**src/rtl/stat_pkg.sv**
```systemverilog
// Statistics package with counter widths, statistic ids, frame limits and event offsets
package stat_pkg;

    // Record and counter widths
    localparam int STAT_INC_W   = 16;
    localparam int STAT_ACC_W   = 24;
    localparam int STAT_COUNT_W = 64;
    localparam int STAT_ID_W    = 4;

    // Counter layout, 8 events per port over 2 ports
    localparam int STAT_PER_PORT = 8;
    localparam int STAT_COUNT    = 16;

    // Frame length limits
    localparam int FRAME_LEN_W   = 16;
    localparam int MIN_FRAME_LEN = 64;
    localparam int MAX_PKT_LEN   = 9218;

    // Event offset within a port's id range
    typedef enum logic [2:0] {
        EV_RX_PKT_GOOD = 3'd0,
        EV_RX_PKT_BAD  = 3'd1,
        EV_RX_BYTE     = 3'd2,
        EV_RX_RUNT     = 3'd3,
        EV_RX_OVERSIZE = 3'd4,
        EV_TX_PKT      = 3'd5,
        EV_TX_BYTE     = 3'd6,
        EV_TX_OVERSIZE = 3'd7
    } stat_event_t;

    typedef logic [STAT_ID_W-1:0]    stat_id_t;
    typedef logic [STAT_INC_W-1:0]   stat_inc_t;
    typedef logic [STAT_COUNT_W-1:0] stat_count_t;
    typedef logic [FRAME_LEN_W-1:0]  frame_len_t;

endpackage

```
**src/rtl/axil_pkg.sv**
```systemverilog
// AXI4-Lite package with bus widths, response codes and read FSM states
package axil_pkg;

    localparam int AXIL_ADDR_W = 8;
    localparam int AXIL_DATA_W = 32;

    typedef logic [AXIL_ADDR_W-1:0] axil_addr_t;
    typedef logic [AXIL_DATA_W-1:0] axil_data_t;

    // Only OKAY and SLVERR are ever returned
    typedef enum logic [1:0] {
        RESP_OKAY   = 2'b00,
        RESP_SLVERR = 2'b10
    } axil_resp_t;

    // Read channel FSM
    typedef enum logic [1:0] {
        RD_IDLE   = 2'd0,
        RD_LOOKUP = 2'd1,
        RD_RESP   = 2'd2
    } axil_rd_state_t;

endpackage

```
**src/rtl/port_stat_collector.sv**
```systemverilog
// Port statistics collector that sorts frames into events and emits increment records
module port_stat_collector #(
    parameter int STAT_ID_BASE = 0
) (
    input  wire logic                 clk,
    input  wire logic                 rst_n,
    input  wire logic                 rx_frame,
    input  wire logic                 rx_bad_fcs,
    input  wire stat_pkg::frame_len_t rx_len,
    input  wire logic                 tx_frame,
    input  wire stat_pkg::frame_len_t tx_len,
    output logic                      rec_valid,
    output stat_pkg::stat_id_t        rec_id,
    output stat_pkg::stat_inc_t       rec_inc,
    input  wire logic                 rec_ready
);

    import stat_pkg::*;

    logic                  rx_frame_q;
    logic                  tx_frame_q;
    logic                  rx_bad_q;
    frame_len_t            rx_len_q;
    frame_len_t            tx_len_q;
    logic                  rx_runt;
    logic                  rx_over;
    logic                  tx_over;
    logic [STAT_ACC_W-1:0] acc [STAT_PER_PORT];
    logic [STAT_ACC_W-1:0] delta [STAT_PER_PORT];
    logic [STAT_ACC_W-1:0] sub [STAT_PER_PORT];
    stat_event_t           scan_ptr;
    stat_event_t           rec_ev;
    logic                  load;

    // Frame sampling stage
    always_ff @(posedge clk or negedge rst_n) begin
        if (!rst_n) begin
            rx_frame_q <= 1'b0;
            tx_frame_q <= 1'b0;
        end else begin
            rx_frame_q <= rx_frame;
            tx_frame_q <= tx_frame;
        end
    end

    always_ff @(posedge clk) begin
        if (rx_frame) begin
            rx_bad_q <= rx_bad_fcs;
            rx_len_q <= rx_len;
        end
        if (tx_frame) begin
            tx_len_q <= tx_len;
        end
    end

    assign rx_runt = rx_len_q < frame_len_t'(MIN_FRAME_LEN);
    assign rx_over = rx_len_q > frame_len_t'(MAX_PKT_LEN);
    assign tx_over = tx_len_q > frame_len_t'(MAX_PKT_LEN);

    // Increments contributed by the sampled frame
    always_comb begin
        delta[EV_RX_PKT_GOOD] = STAT_ACC_W'(rx_frame_q && !rx_bad_q);
        delta[EV_RX_PKT_BAD]  = STAT_ACC_W'(rx_frame_q && rx_bad_q);
        delta[EV_RX_BYTE]     = rx_frame_q ? STAT_ACC_W'(rx_len_q) : '0;
        delta[EV_RX_RUNT]     = STAT_ACC_W'(rx_frame_q && rx_runt);
        delta[EV_RX_OVERSIZE] = STAT_ACC_W'(rx_frame_q && rx_over);
        delta[EV_TX_PKT]      = STAT_ACC_W'(tx_frame_q);
        delta[EV_TX_BYTE]     = tx_frame_q ? STAT_ACC_W'(tx_len_q) : '0;
        delta[EV_TX_OVERSIZE] = STAT_ACC_W'(tx_frame_q && tx_over);
    end

    // Amount handed off by the record leaving this cycle
    always_comb begin
        for (int i = 0; i < STAT_PER_PORT; i++) begin
            sub[i] = '0;
        end
        if (rec_valid && rec_ready) begin
            sub[rec_ev] = STAT_ACC_W'(rec_inc);
        end
    end

    always_ff @(posedge clk or negedge rst_n) begin
        if (!rst_n) begin
            for (int i = 0; i < STAT_PER_PORT; i++) begin
                acc[i] <= '0;
            end
        end else begin
            for (int i = 0; i < STAT_PER_PORT; i++) begin
                acc[i] <= acc[i] + delta[i] - sub[i];
            end
        end
    end

    // Scan advances only when the output slot is empty or draining
    assign load = !rec_valid || rec_ready;

    always_ff @(posedge clk or negedge rst_n) begin
        if (!rst_n) begin
            rec_valid <= 1'b0;
            scan_ptr  <= EV_RX_PKT_GOOD;
        end else if (load) begin
            rec_valid <= (acc[scan_ptr] != '0);
            scan_ptr  <= stat_event_t'(3'(scan_ptr + 1'b1));
        end
    end

    // Saturate at the record increment width
    always_ff @(posedge clk) begin
        if (load) begin
            rec_ev <= scan_ptr;
            if (|acc[scan_ptr][STAT_ACC_W-1:STAT_INC_W]) begin
                rec_inc <= '1;
            end else begin
                rec_inc <= acc[scan_ptr][STAT_INC_W-1:0];
            end
        end
    end

    assign rec_id = stat_id_t'(STAT_ID_BASE) + stat_id_t'(rec_ev);

endmodule

```
**src/rtl/stat_arb_mux.sv**
```systemverilog
// Round-robin arbiter merging two record streams into one registered stream
module stat_arb_mux (
    input  wire logic                clk,
    input  wire logic                rst_n,
    input  wire logic                s0_rec_valid,
    input  wire stat_pkg::stat_id_t  s0_rec_id,
    input  wire stat_pkg::stat_inc_t s0_rec_inc,
    output logic                     s0_rec_ready,
    input  wire logic                s1_rec_valid,
    input  wire stat_pkg::stat_id_t  s1_rec_id,
    input  wire stat_pkg::stat_inc_t s1_rec_inc,
    output logic                     s1_rec_ready,
    output logic                     m_rec_valid,
    output stat_pkg::stat_id_t       m_rec_id,
    output stat_pkg::stat_inc_t      m_rec_inc,
    input  wire logic                m_rec_ready
);

    logic last_grant;
    logic grant0;
    logic grant1;
    logic out_free;

    assign out_free = !m_rec_valid || m_rec_ready;

    // On a tie, port 1 wins only if port 0 was served last
    assign grant1 = s1_rec_valid && (!s0_rec_valid || !last_grant);
    assign grant0 = s0_rec_valid && !grant1;

    assign s0_rec_ready = grant0 && out_free;
    assign s1_rec_ready = grant1 && out_free;

    always_ff @(posedge clk or negedge rst_n) begin
        if (!rst_n) begin
            m_rec_valid <= 1'b0;
            last_grant  <= 1'b1;
        end else if (out_free) begin
            m_rec_valid <= grant0 || grant1;
            if (grant0 || grant1) begin
                last_grant <= grant1;
            end
        end
    end

    // Output register refills in the same cycle it drains
    always_ff @(posedge clk) begin
        if (out_free && grant1) begin
            m_rec_id  <= s1_rec_id;
            m_rec_inc <= s1_rec_inc;
        end else if (out_free && grant0) begin
            m_rec_id  <= s0_rec_id;
            m_rec_inc <= s0_rec_inc;
        end
    end

endmodule

```
**src/rtl/stat_counter_bank.sv**
```systemverilog
// Statistics counter bank with 64-bit counters and an AXI4-Lite read port
module stat_counter_bank (
    input  wire logic                 clk,
    input  wire logic                 rst_n,
    input  wire logic                 rec_valid,
    input  wire stat_pkg::stat_id_t   rec_id,
    input  wire stat_pkg::stat_inc_t  rec_inc,
    output logic                      rec_ready,
    input  wire axil_pkg::axil_addr_t s_axil_araddr,
    input  wire logic                 s_axil_arvalid,
    output logic                      s_axil_arready,
    output axil_pkg::axil_data_t      s_axil_rdata,
    output axil_pkg::axil_resp_t      s_axil_rresp,
    output logic                      s_axil_rvalid,
    input  wire logic                 s_axil_rready
);

    import stat_pkg::*;
    import axil_pkg::*;

    stat_count_t    cnt [STAT_COUNT];
    logic           upd_valid;
    stat_id_t       upd_id;
    stat_inc_t      upd_inc;
    axil_rd_state_t rd_state;
    axil_addr_t     araddr_q;
    stat_count_t    rd_cnt;
    logic           rd_err;

    // Counter bank never stalls the record stream
    assign rec_ready = 1'b1;

    // Record stage ahead of the 64-bit adder
    always_ff @(posedge clk or negedge rst_n) begin
        if (!rst_n) begin
            upd_valid <= 1'b0;
        end else begin
            upd_valid <= rec_valid && rec_ready;
        end
    end

    always_ff @(posedge clk) begin
        if (rec_valid) begin
            upd_id  <= rec_id;
            upd_inc <= rec_inc;
        end
    end

    always_ff @(posedge clk or negedge rst_n) begin
        if (!rst_n) begin
            for (int i = 0; i < STAT_COUNT; i++) begin
                cnt[i] <= '0;
            end
        end else if (upd_valid) begin
            cnt[upd_id] <= cnt[upd_id] + STAT_COUNT_W'(upd_inc);
        end
    end

    // Eight bytes per counter, anything past the last one or unaligned is an error
    assign rd_err = (araddr_q >= axil_addr_t'(STAT_COUNT * 8)) || (araddr_q[1:0] != 2'b00);
    assign rd_cnt = cnt[stat_id_t'(araddr_q >> 3)];

    always_ff @(posedge clk or negedge rst_n) begin
        if (!rst_n) begin
            rd_state       <= RD_IDLE;
            s_axil_arready <= 1'b0;
        end else begin
            case (rd_state)
                RD_IDLE: begin
                    if (s_axil_arvalid && s_axil_arready) begin
                        s_axil_arready <= 1'b0;
                        rd_state       <= RD_LOOKUP;
                    end else begin
                        s_axil_arready <= 1'b1;
                    end
                end
                RD_LOOKUP: begin
                    rd_state <= RD_RESP;
                end
                RD_RESP: begin
                    if (s_axil_rready) begin
                        s_axil_arready <= 1'b1;
                        rd_state       <= RD_IDLE;
                    end
                end
                default: begin
                    rd_state <= RD_IDLE;
                end
            endcase
        end
    end

    // Read data is captured in lookup and held through the response
    always_ff @(posedge clk) begin
        if (s_axil_arvalid && s_axil_arready) begin
            araddr_q <= s_axil_araddr;
        end
        if (rd_state == RD_LOOKUP) begin
            if (rd_err) begin
                s_axil_rdata <= '0;
                s_axil_rresp <= RESP_SLVERR;
            end else begin
                s_axil_rdata <= araddr_q[2] ? rd_cnt[AXIL_DATA_W +: AXIL_DATA_W]
                                            : rd_cnt[0 +: AXIL_DATA_W];
                s_axil_rresp <= RESP_OKAY;
            end
        end
    end

    assign s_axil_rvalid = (rd_state == RD_RESP);

endmodule

```
**src/rtl/eth_stats_core.sv**
```systemverilog
// Ethernet statistics core joining two port collectors into one counter bank
module eth_stats_core (
    input  wire logic                 clk,
    input  wire logic                 rst_n,
    input  wire logic                 p0_rx_frame,
    input  wire logic                 p0_rx_bad_fcs,
    input  wire stat_pkg::frame_len_t p0_rx_len,
    input  wire logic                 p0_tx_frame,
    input  wire stat_pkg::frame_len_t p0_tx_len,
    input  wire logic                 p1_rx_frame,
    input  wire logic                 p1_rx_bad_fcs,
    input  wire stat_pkg::frame_len_t p1_rx_len,
    input  wire logic                 p1_tx_frame,
    input  wire stat_pkg::frame_len_t p1_tx_len,
    input  wire axil_pkg::axil_addr_t s_axil_araddr,
    input  wire logic                 s_axil_arvalid,
    output wire logic                 s_axil_arready,
    output wire axil_pkg::axil_data_t s_axil_rdata,
    output wire axil_pkg::axil_resp_t s_axil_rresp,
    output wire logic                 s_axil_rvalid,
    input  wire logic                 s_axil_rready
);

    import stat_pkg::*;

    logic      p0_rec_valid;
    stat_id_t  p0_rec_id;
    stat_inc_t p0_rec_inc;
    logic      p0_rec_ready;
    logic      p1_rec_valid;
    stat_id_t  p1_rec_id;
    stat_inc_t p1_rec_inc;
    logic      p1_rec_ready;
    logic      mux_rec_valid;
    stat_id_t  mux_rec_id;
    stat_inc_t mux_rec_inc;
    logic      mux_rec_ready;

    port_stat_collector #(.STAT_ID_BASE(0)) i_port0 (
        .clk        (clk),
        .rst_n      (rst_n),
        .rx_frame   (p0_rx_frame),
        .rx_bad_fcs (p0_rx_bad_fcs),
        .rx_len     (p0_rx_len),
        .tx_frame   (p0_tx_frame),
        .tx_len     (p0_tx_len),
        .rec_valid  (p0_rec_valid),
        .rec_id     (p0_rec_id),
        .rec_inc    (p0_rec_inc),
        .rec_ready  (p0_rec_ready)
    );

    // Port 1 ids start right after port 0's block
    port_stat_collector #(.STAT_ID_BASE(STAT_PER_PORT)) i_port1 (
        .clk        (clk),
        .rst_n      (rst_n),
        .rx_frame   (p1_rx_frame),
        .rx_bad_fcs (p1_rx_bad_fcs),
        .rx_len     (p1_rx_len),
        .tx_frame   (p1_tx_frame),
        .tx_len     (p1_tx_len),
        .rec_valid  (p1_rec_valid),
        .rec_id     (p1_rec_id),
        .rec_inc    (p1_rec_inc),
        .rec_ready  (p1_rec_ready)
    );

    stat_arb_mux i_mux (
        .clk          (clk),
        .rst_n        (rst_n),
        .s0_rec_valid (p0_rec_valid),
        .s0_rec_id    (p0_rec_id),
        .s0_rec_inc   (p0_rec_inc),
        .s0_rec_ready (p0_rec_ready),
        .s1_rec_valid (p1_rec_valid),
        .s1_rec_id    (p1_rec_id),
        .s1_rec_inc   (p1_rec_inc),
        .s1_rec_ready (p1_rec_ready),
        .m_rec_valid  (mux_rec_valid),
        .m_rec_id     (mux_rec_id),
        .m_rec_inc    (mux_rec_inc),
        .m_rec_ready  (mux_rec_ready)
    );

    stat_counter_bank i_bank (
        .clk            (clk),
        .rst_n          (rst_n),
        .rec_valid      (mux_rec_valid),
        .rec_id         (mux_rec_id),
        .rec_inc        (mux_rec_inc),
        .rec_ready      (mux_rec_ready),
        .s_axil_araddr  (s_axil_araddr),
        .s_axil_arvalid (s_axil_arvalid),
        .s_axil_arready (s_axil_arready),
        .s_axil_rdata   (s_axil_rdata),
        .s_axil_rresp   (s_axil_rresp),
        .s_axil_rvalid  (s_axil_rvalid),
        .s_axil_rready  (s_axil_rready)
    );

endmodule

```
**config.mk**
```make
export PLATFORM = sky130hd
export DESIGN_NAME = eth_stats_core
export DESIGN_NICKNAME = d
export VERILOG_FILES = /design/src/rtl/stat_pkg.sv /design/src/rtl/axil_pkg.sv /design/src/rtl/port_stat_collector.sv /design/src/rtl/stat_arb_mux.sv /design/src/rtl/stat_counter_bank.sv /design/src/rtl/eth_stats_core.sv
export SDC_FILE = /design/constraint.sdc
export NUM_CORES = 2
export LEC_CHECK = 0
export ABC_CLOCK_PERIOD_IN_PS = 9300
export CORE_MARGIN = 2
export CORE_UTILIZATION = 50
export DETAILED_ROUTE_END_ITERATION = 10
export DONT_BUFFER_PORTS = 1
export HOLD_SLACK_MARGIN = 0.05
export PLACE_DENSITY = 0.74
export SETUP_SLACK_MARGIN = 0.1
export SLEW_MARGIN = 5
export SYNTH_ARGS = -nofsm -noshare
export SYNTH_HDL_FRONTEND = slang
export SYNTH_SLANG_ARGS = --single-unit
```
**constraint.sdc**
```tcl
create_clock -name clk -period 9.3 [get_ports clk]
set_clock_uncertainty 0.2 [all_clocks]
set_input_delay 0.93 -clock clk [delete_from_list [all_inputs] [get_ports clk]]
set_output_delay 0.93 -clock clk [all_outputs]
set_load 0.05 [all_outputs]
```
==> flow_metrics.py <==
metrics = {
    "placed_design": {
        "placedInstanceArea_um2": 97300,
        "buffer_ports.inserted": 0,
        "place.detailed.hpwl_mm": 162,
        "place_congestion": 0.891,
    },
    "logic_synthesis": {
        "synth_top_cells_by_area": "sky130_fd_sc_hd__dfrtp_1 37%, sky130_fd_sc_hd__mux4_2 14%, sky130_fd_sc_hd__ha_1 7.6%",
        "synth_nets": 9495,
        "synthDominantAreaCellType": "sky130_fd_sc_hd__dfrtp_1",
        "main_combinational_cell_family_by_area_after_synthesis": "multiplexers",
        "yosysWarnings": 0,
        "synthCells": 8754,
        "post_synth_mux_area_share_pct": 16.9,
        "synth_seq_area_share_pct": 43.1,
        "synth_xor_area_share_pct": 3.73,
        "syn_area_um2": 95700,
        "synth_compound_gate_area_share_pct": 11.6,
        "postSynthAreaPerCell_um2": 10.9,
        "netlist-cell-type-count": 104,
        "postSynth.topFlopCell": "sky130_fd_sc_hd__dfrtp_1",
        "synthArstFlopShare_pct": 88.5,
        "synth_simple_gate_area_share_pct": 11.1,
        "yosysTopAreaCellShare_pct": 37.3,
        "synth_seq_cells": 1611,
        "synth_adder_area_share_pct": 9.22,
        "synth-edff-count": 185,
    },
    "critical_path": {
        "worst_ep_required_time_ps": 9720,
        "timing.critical_path.cells": "buf_12, mux4_2, mux4_2, ha_1, a21oi_1, o22ai_1, a311o_1, o2111a_1, o2111a_1, o21ai_2, nor2_1, xor2_1, o21ai_0",
        "timing.critical_path.arrival_ps": 7130,
        "worstSetupPathType": "flop to flop",
        "cp_slowest_stage_delay_ps": 990,
        "rr_endpoint": "i_bank.cnt[477]$_DFFE_PN0P_",
        "crit-reg2reg-launch": "i_bank.upd_id[0]$_DFFE_PP_",
        "start_kind": "flop",
        "crit_slowest_cell": "sky130_fd_sc_hd__xor2_1",
        "crit_family": "compound AO/OA/AOI/OAI gates",
        "reg2reg_slack_ps": 2590,
        "critical_path_buf_inv_count": 1,
        "timing.reg2reg.worst_path_depth": 13,
        "crit_fanout": 99,
        "setup.worst_path.end_class": "flop",
    },
    "die": {
        "core_um2": 190000,
        "initial_utilization_pct": 50.3,
        "design.portCount": 118,
        "dieHeight_um": 442,
        "dieArea_um2": 195000,
        "die_w_um": 442,
        "fp-row-count": 160,
    },
    "clocking": {
        "cts_inserted_buffers": 170,
        "cts.path.max_buffers": 3,
        "cts.hold.buffers_added": 80,
        "cts_setup_buffers": 0,
        "clock_tree.htree_level_count": 4,
        "cts_resized": 0,
        "cts_num_sinks": 1611,
        "clockRootBuffer": "sky130_fd_sc_hd__clkbuf_16",
        "clock_insertion_delay_worst_skew_ps": 850,
        "clock_tree_from_tritoncts": "built",
        "cts.clk_slew.worst_paths_ps": 60,
    },
    "min_path": {
        "min_path_cells": 2,
        "hold_path_class": "input pin to flop",
        "min_from": "s_axil_rready",
        "hold-path-endpoint": "i_bank.rd_state[1]$_DFFE_PN0P_",
    },
    "timing": {
        "min_period_ps": 6710,
        "timing_worst_slew_pin_value_ps": 1410,
        "fin_tns_setup_ps": 0,
        "final-hold-violation-count": 0,
        "slew_viol_final": 0,
        "timing.final.setup_violations": 0,
        "fmax_mhz": 149,
        "timing.max_slew.rel_slack_pct": 5.78,
        "rsz0062_at_grt": "false",
        "layout_worst_path_cycle_share_pct": 72.1,
    },
    "power": {
        "total_switching_power_mw": 16.8,
        "p_int_mw": 22.4,
        "share_clk_of_total_power_pct": 18.2,
        "combinationalPowerShare_pct": 54.4,
        "static-leakage-power_nw": 44.8,
        "sequential_power_share_pct": 27.4,
        "cellPowerDensity_nw_per_um2": 377,
        "ir_drop_uv": 428,
        "switching_share_pct": 42.9,
    },
    "routing": {
        "detailedRoute.firstPassIterationCount": 6,
        "vias": 70360,
        "drc_errors": 0,
        "drt-total-wl_mm": 256,
        "topmost_layer_with_routed_signal_wires": "met5",
        "met2_length_mm": 121,
        "vias_per_cell": 6.28,
        "met1_length_mm": 98.7,
        "detail_route.wl_per_cell_um": 22.9,
        "met3WireLength_mm": 23.5,
        "drt_first_iter_violations": 7198,
        "final_antenna_net_count": 0,
    },
    "global_route": {
        "grt_start_max_net_pins": 241,
        "grt.total_usage_pct": 26.5,
        "grt_pass1_vias": 71569,
        "grt_pass1_wl_mm": 405,
        "antenna_violations_before_repair": 4,
        "grt_overflow_total": 0,
    },
    "finish": {
        "mostFrequentLayoutCells": "1621 x sky130_fd_sc_hd__nand2_1, 1421 x sky130_fd_sc_hd__dfrtp_1, 992 x sky130_fd_sc_hd__o21ai_0",
        "layout_commonest_cell": "sky130_fd_sc_hd__nand2_1",
        "nFillCells": 15627,
        "syn_to_final_growth_pct": 8.58,
        "final_nets": 9287,
        "layout.cell_area.non_filler_um2": 104000,
        "layout-drive-gt1-share_pct": 13.0,
    },
    "flow_run": {
        "max_cap_violations": 0,
    },
    "run_status": {
        "outcome": "complete, no violations",
    },
}
-- worst max path at each step --
stage	slack (ps)	from	end	depth (start not counted)
5_1_grt	2120	i_bank.upd_id[0]$_DFFE_PP_	i_bank.cnt[633]$_DFFE_PN0P_	12
3_5_place_dp	2690	i_bank.upd_id[0]$_DFFE_PP_	i_bank.cnt[761]$_DFFE_PN0P_	12
2_1_floorplan	3230	i_bank.upd_id[0]$_DFFE_PP_	i_bank.cnt[1006]$_DFFE_PN0P_	24
4_1_cts	2710	i_bank.upd_id[0]$_DFFE_PP_	i_bank.cnt[477]$_DFFE_PN0P_	13
6_report	2590	i_bank.upd_id[0]$_DFFE_PP_	i_bank.cnt[477]$_DFFE_PN0P_	13
3_3_place_gp	2900	i_bank.upd_id[0]$_DFFE_PP_	i_bank.cnt[505]$_DFFE_PN0P_	12
-- cells by family after synthesis --
family | count (synthesis)
buffers and inverters | 938
and+or+nand+nor | 2507
DFF | 1611
adders and majority gates | 659
AOI/OAI and AO/OA | 1884
other | 1
xor gates and xnor gates | 392
muxes | 762
-- power by group through the flow --
| stage | logic, mW | registers, mW | clock network (mW) |
|---|---|---|---|
| after CTS | 21.1 | 10.7 | 7.21 |
| after floorplan | 16.6 | 10.2 | 0 |
| final | 21.3 | 10.7 | 7.14 |
| after global placement | 20.1 | 10.7 | 0 |
| after global routing | 23.6 | 10.9 | 7.49 |
| after detailed placement | 20.9 | 10.8 | 0 |
-- per-stage QoR --
stage	utilization [%]	worst slack [ps]	total power [mW]	hold slack (ps)	instances
global route	54.6	2120	42.0	89.6	11194
floorplan	-	3230	26.8	200	8754
finish	54.6	2590	39.2	113	11195
CTS	54.6	2710	39.0	61.8	11193
global placement	51.1	2900	30.8	204	10804
detailed placement	51.1	2690	31.7	205	10804
-- cell type report --
type / instances / area [µm²] / area share [%]
multi-input combinational: 6205 / 50600 / 48.7
sequential: 1611 / 41200 / 39.7
clock buffer: 231 / 4810 / 4.63
tap: 2511 / 3140 / 3.02
timing repair buffer: 159 / 1640 / 1.58
inverter: 399 / 1500 / 1.44
clock inverter: 78 / 1010 / 0.973
antenna: 1 / 2.50 / 0.00241
-- metal layers --
layer	vias up	track usage, %
li1	31158	-
met1	35134	34.4
met2	3284	42.9
met3	780	5.65
met4	4	12.1
met5	-	0
-- registers in the layout (all words and copies together), names as in the netlist, 32 cells and up --
name / cells
i_bank.cnt: 1024
i_bank.s_axil_rdata: 32
i_port0.acc: 192
i_port1.acc: 192
-- Yosys cell counts, drive strengths merged, types with 28 or more instances --
cell    count
nor4       41
and3       53
or3        32
inv       399
a22oi      58
buf       166
a21o       92
o21bai     40
a21oi     249
fa         77
xor2      101
mux4      663
dfrtp    1425
nor3      104
nand3      98
edfxtp    185
o21ai    1084
mux2       34
nand4      34
ha        582
mux2i      65
nand2    1634
clkbuf    372
nor2b      30
a211oi     69
nand2b     28
nor2      351
xnor2     291
o21a       59
and2       43
Note: power is estimated with default switching activity, not from simulation.
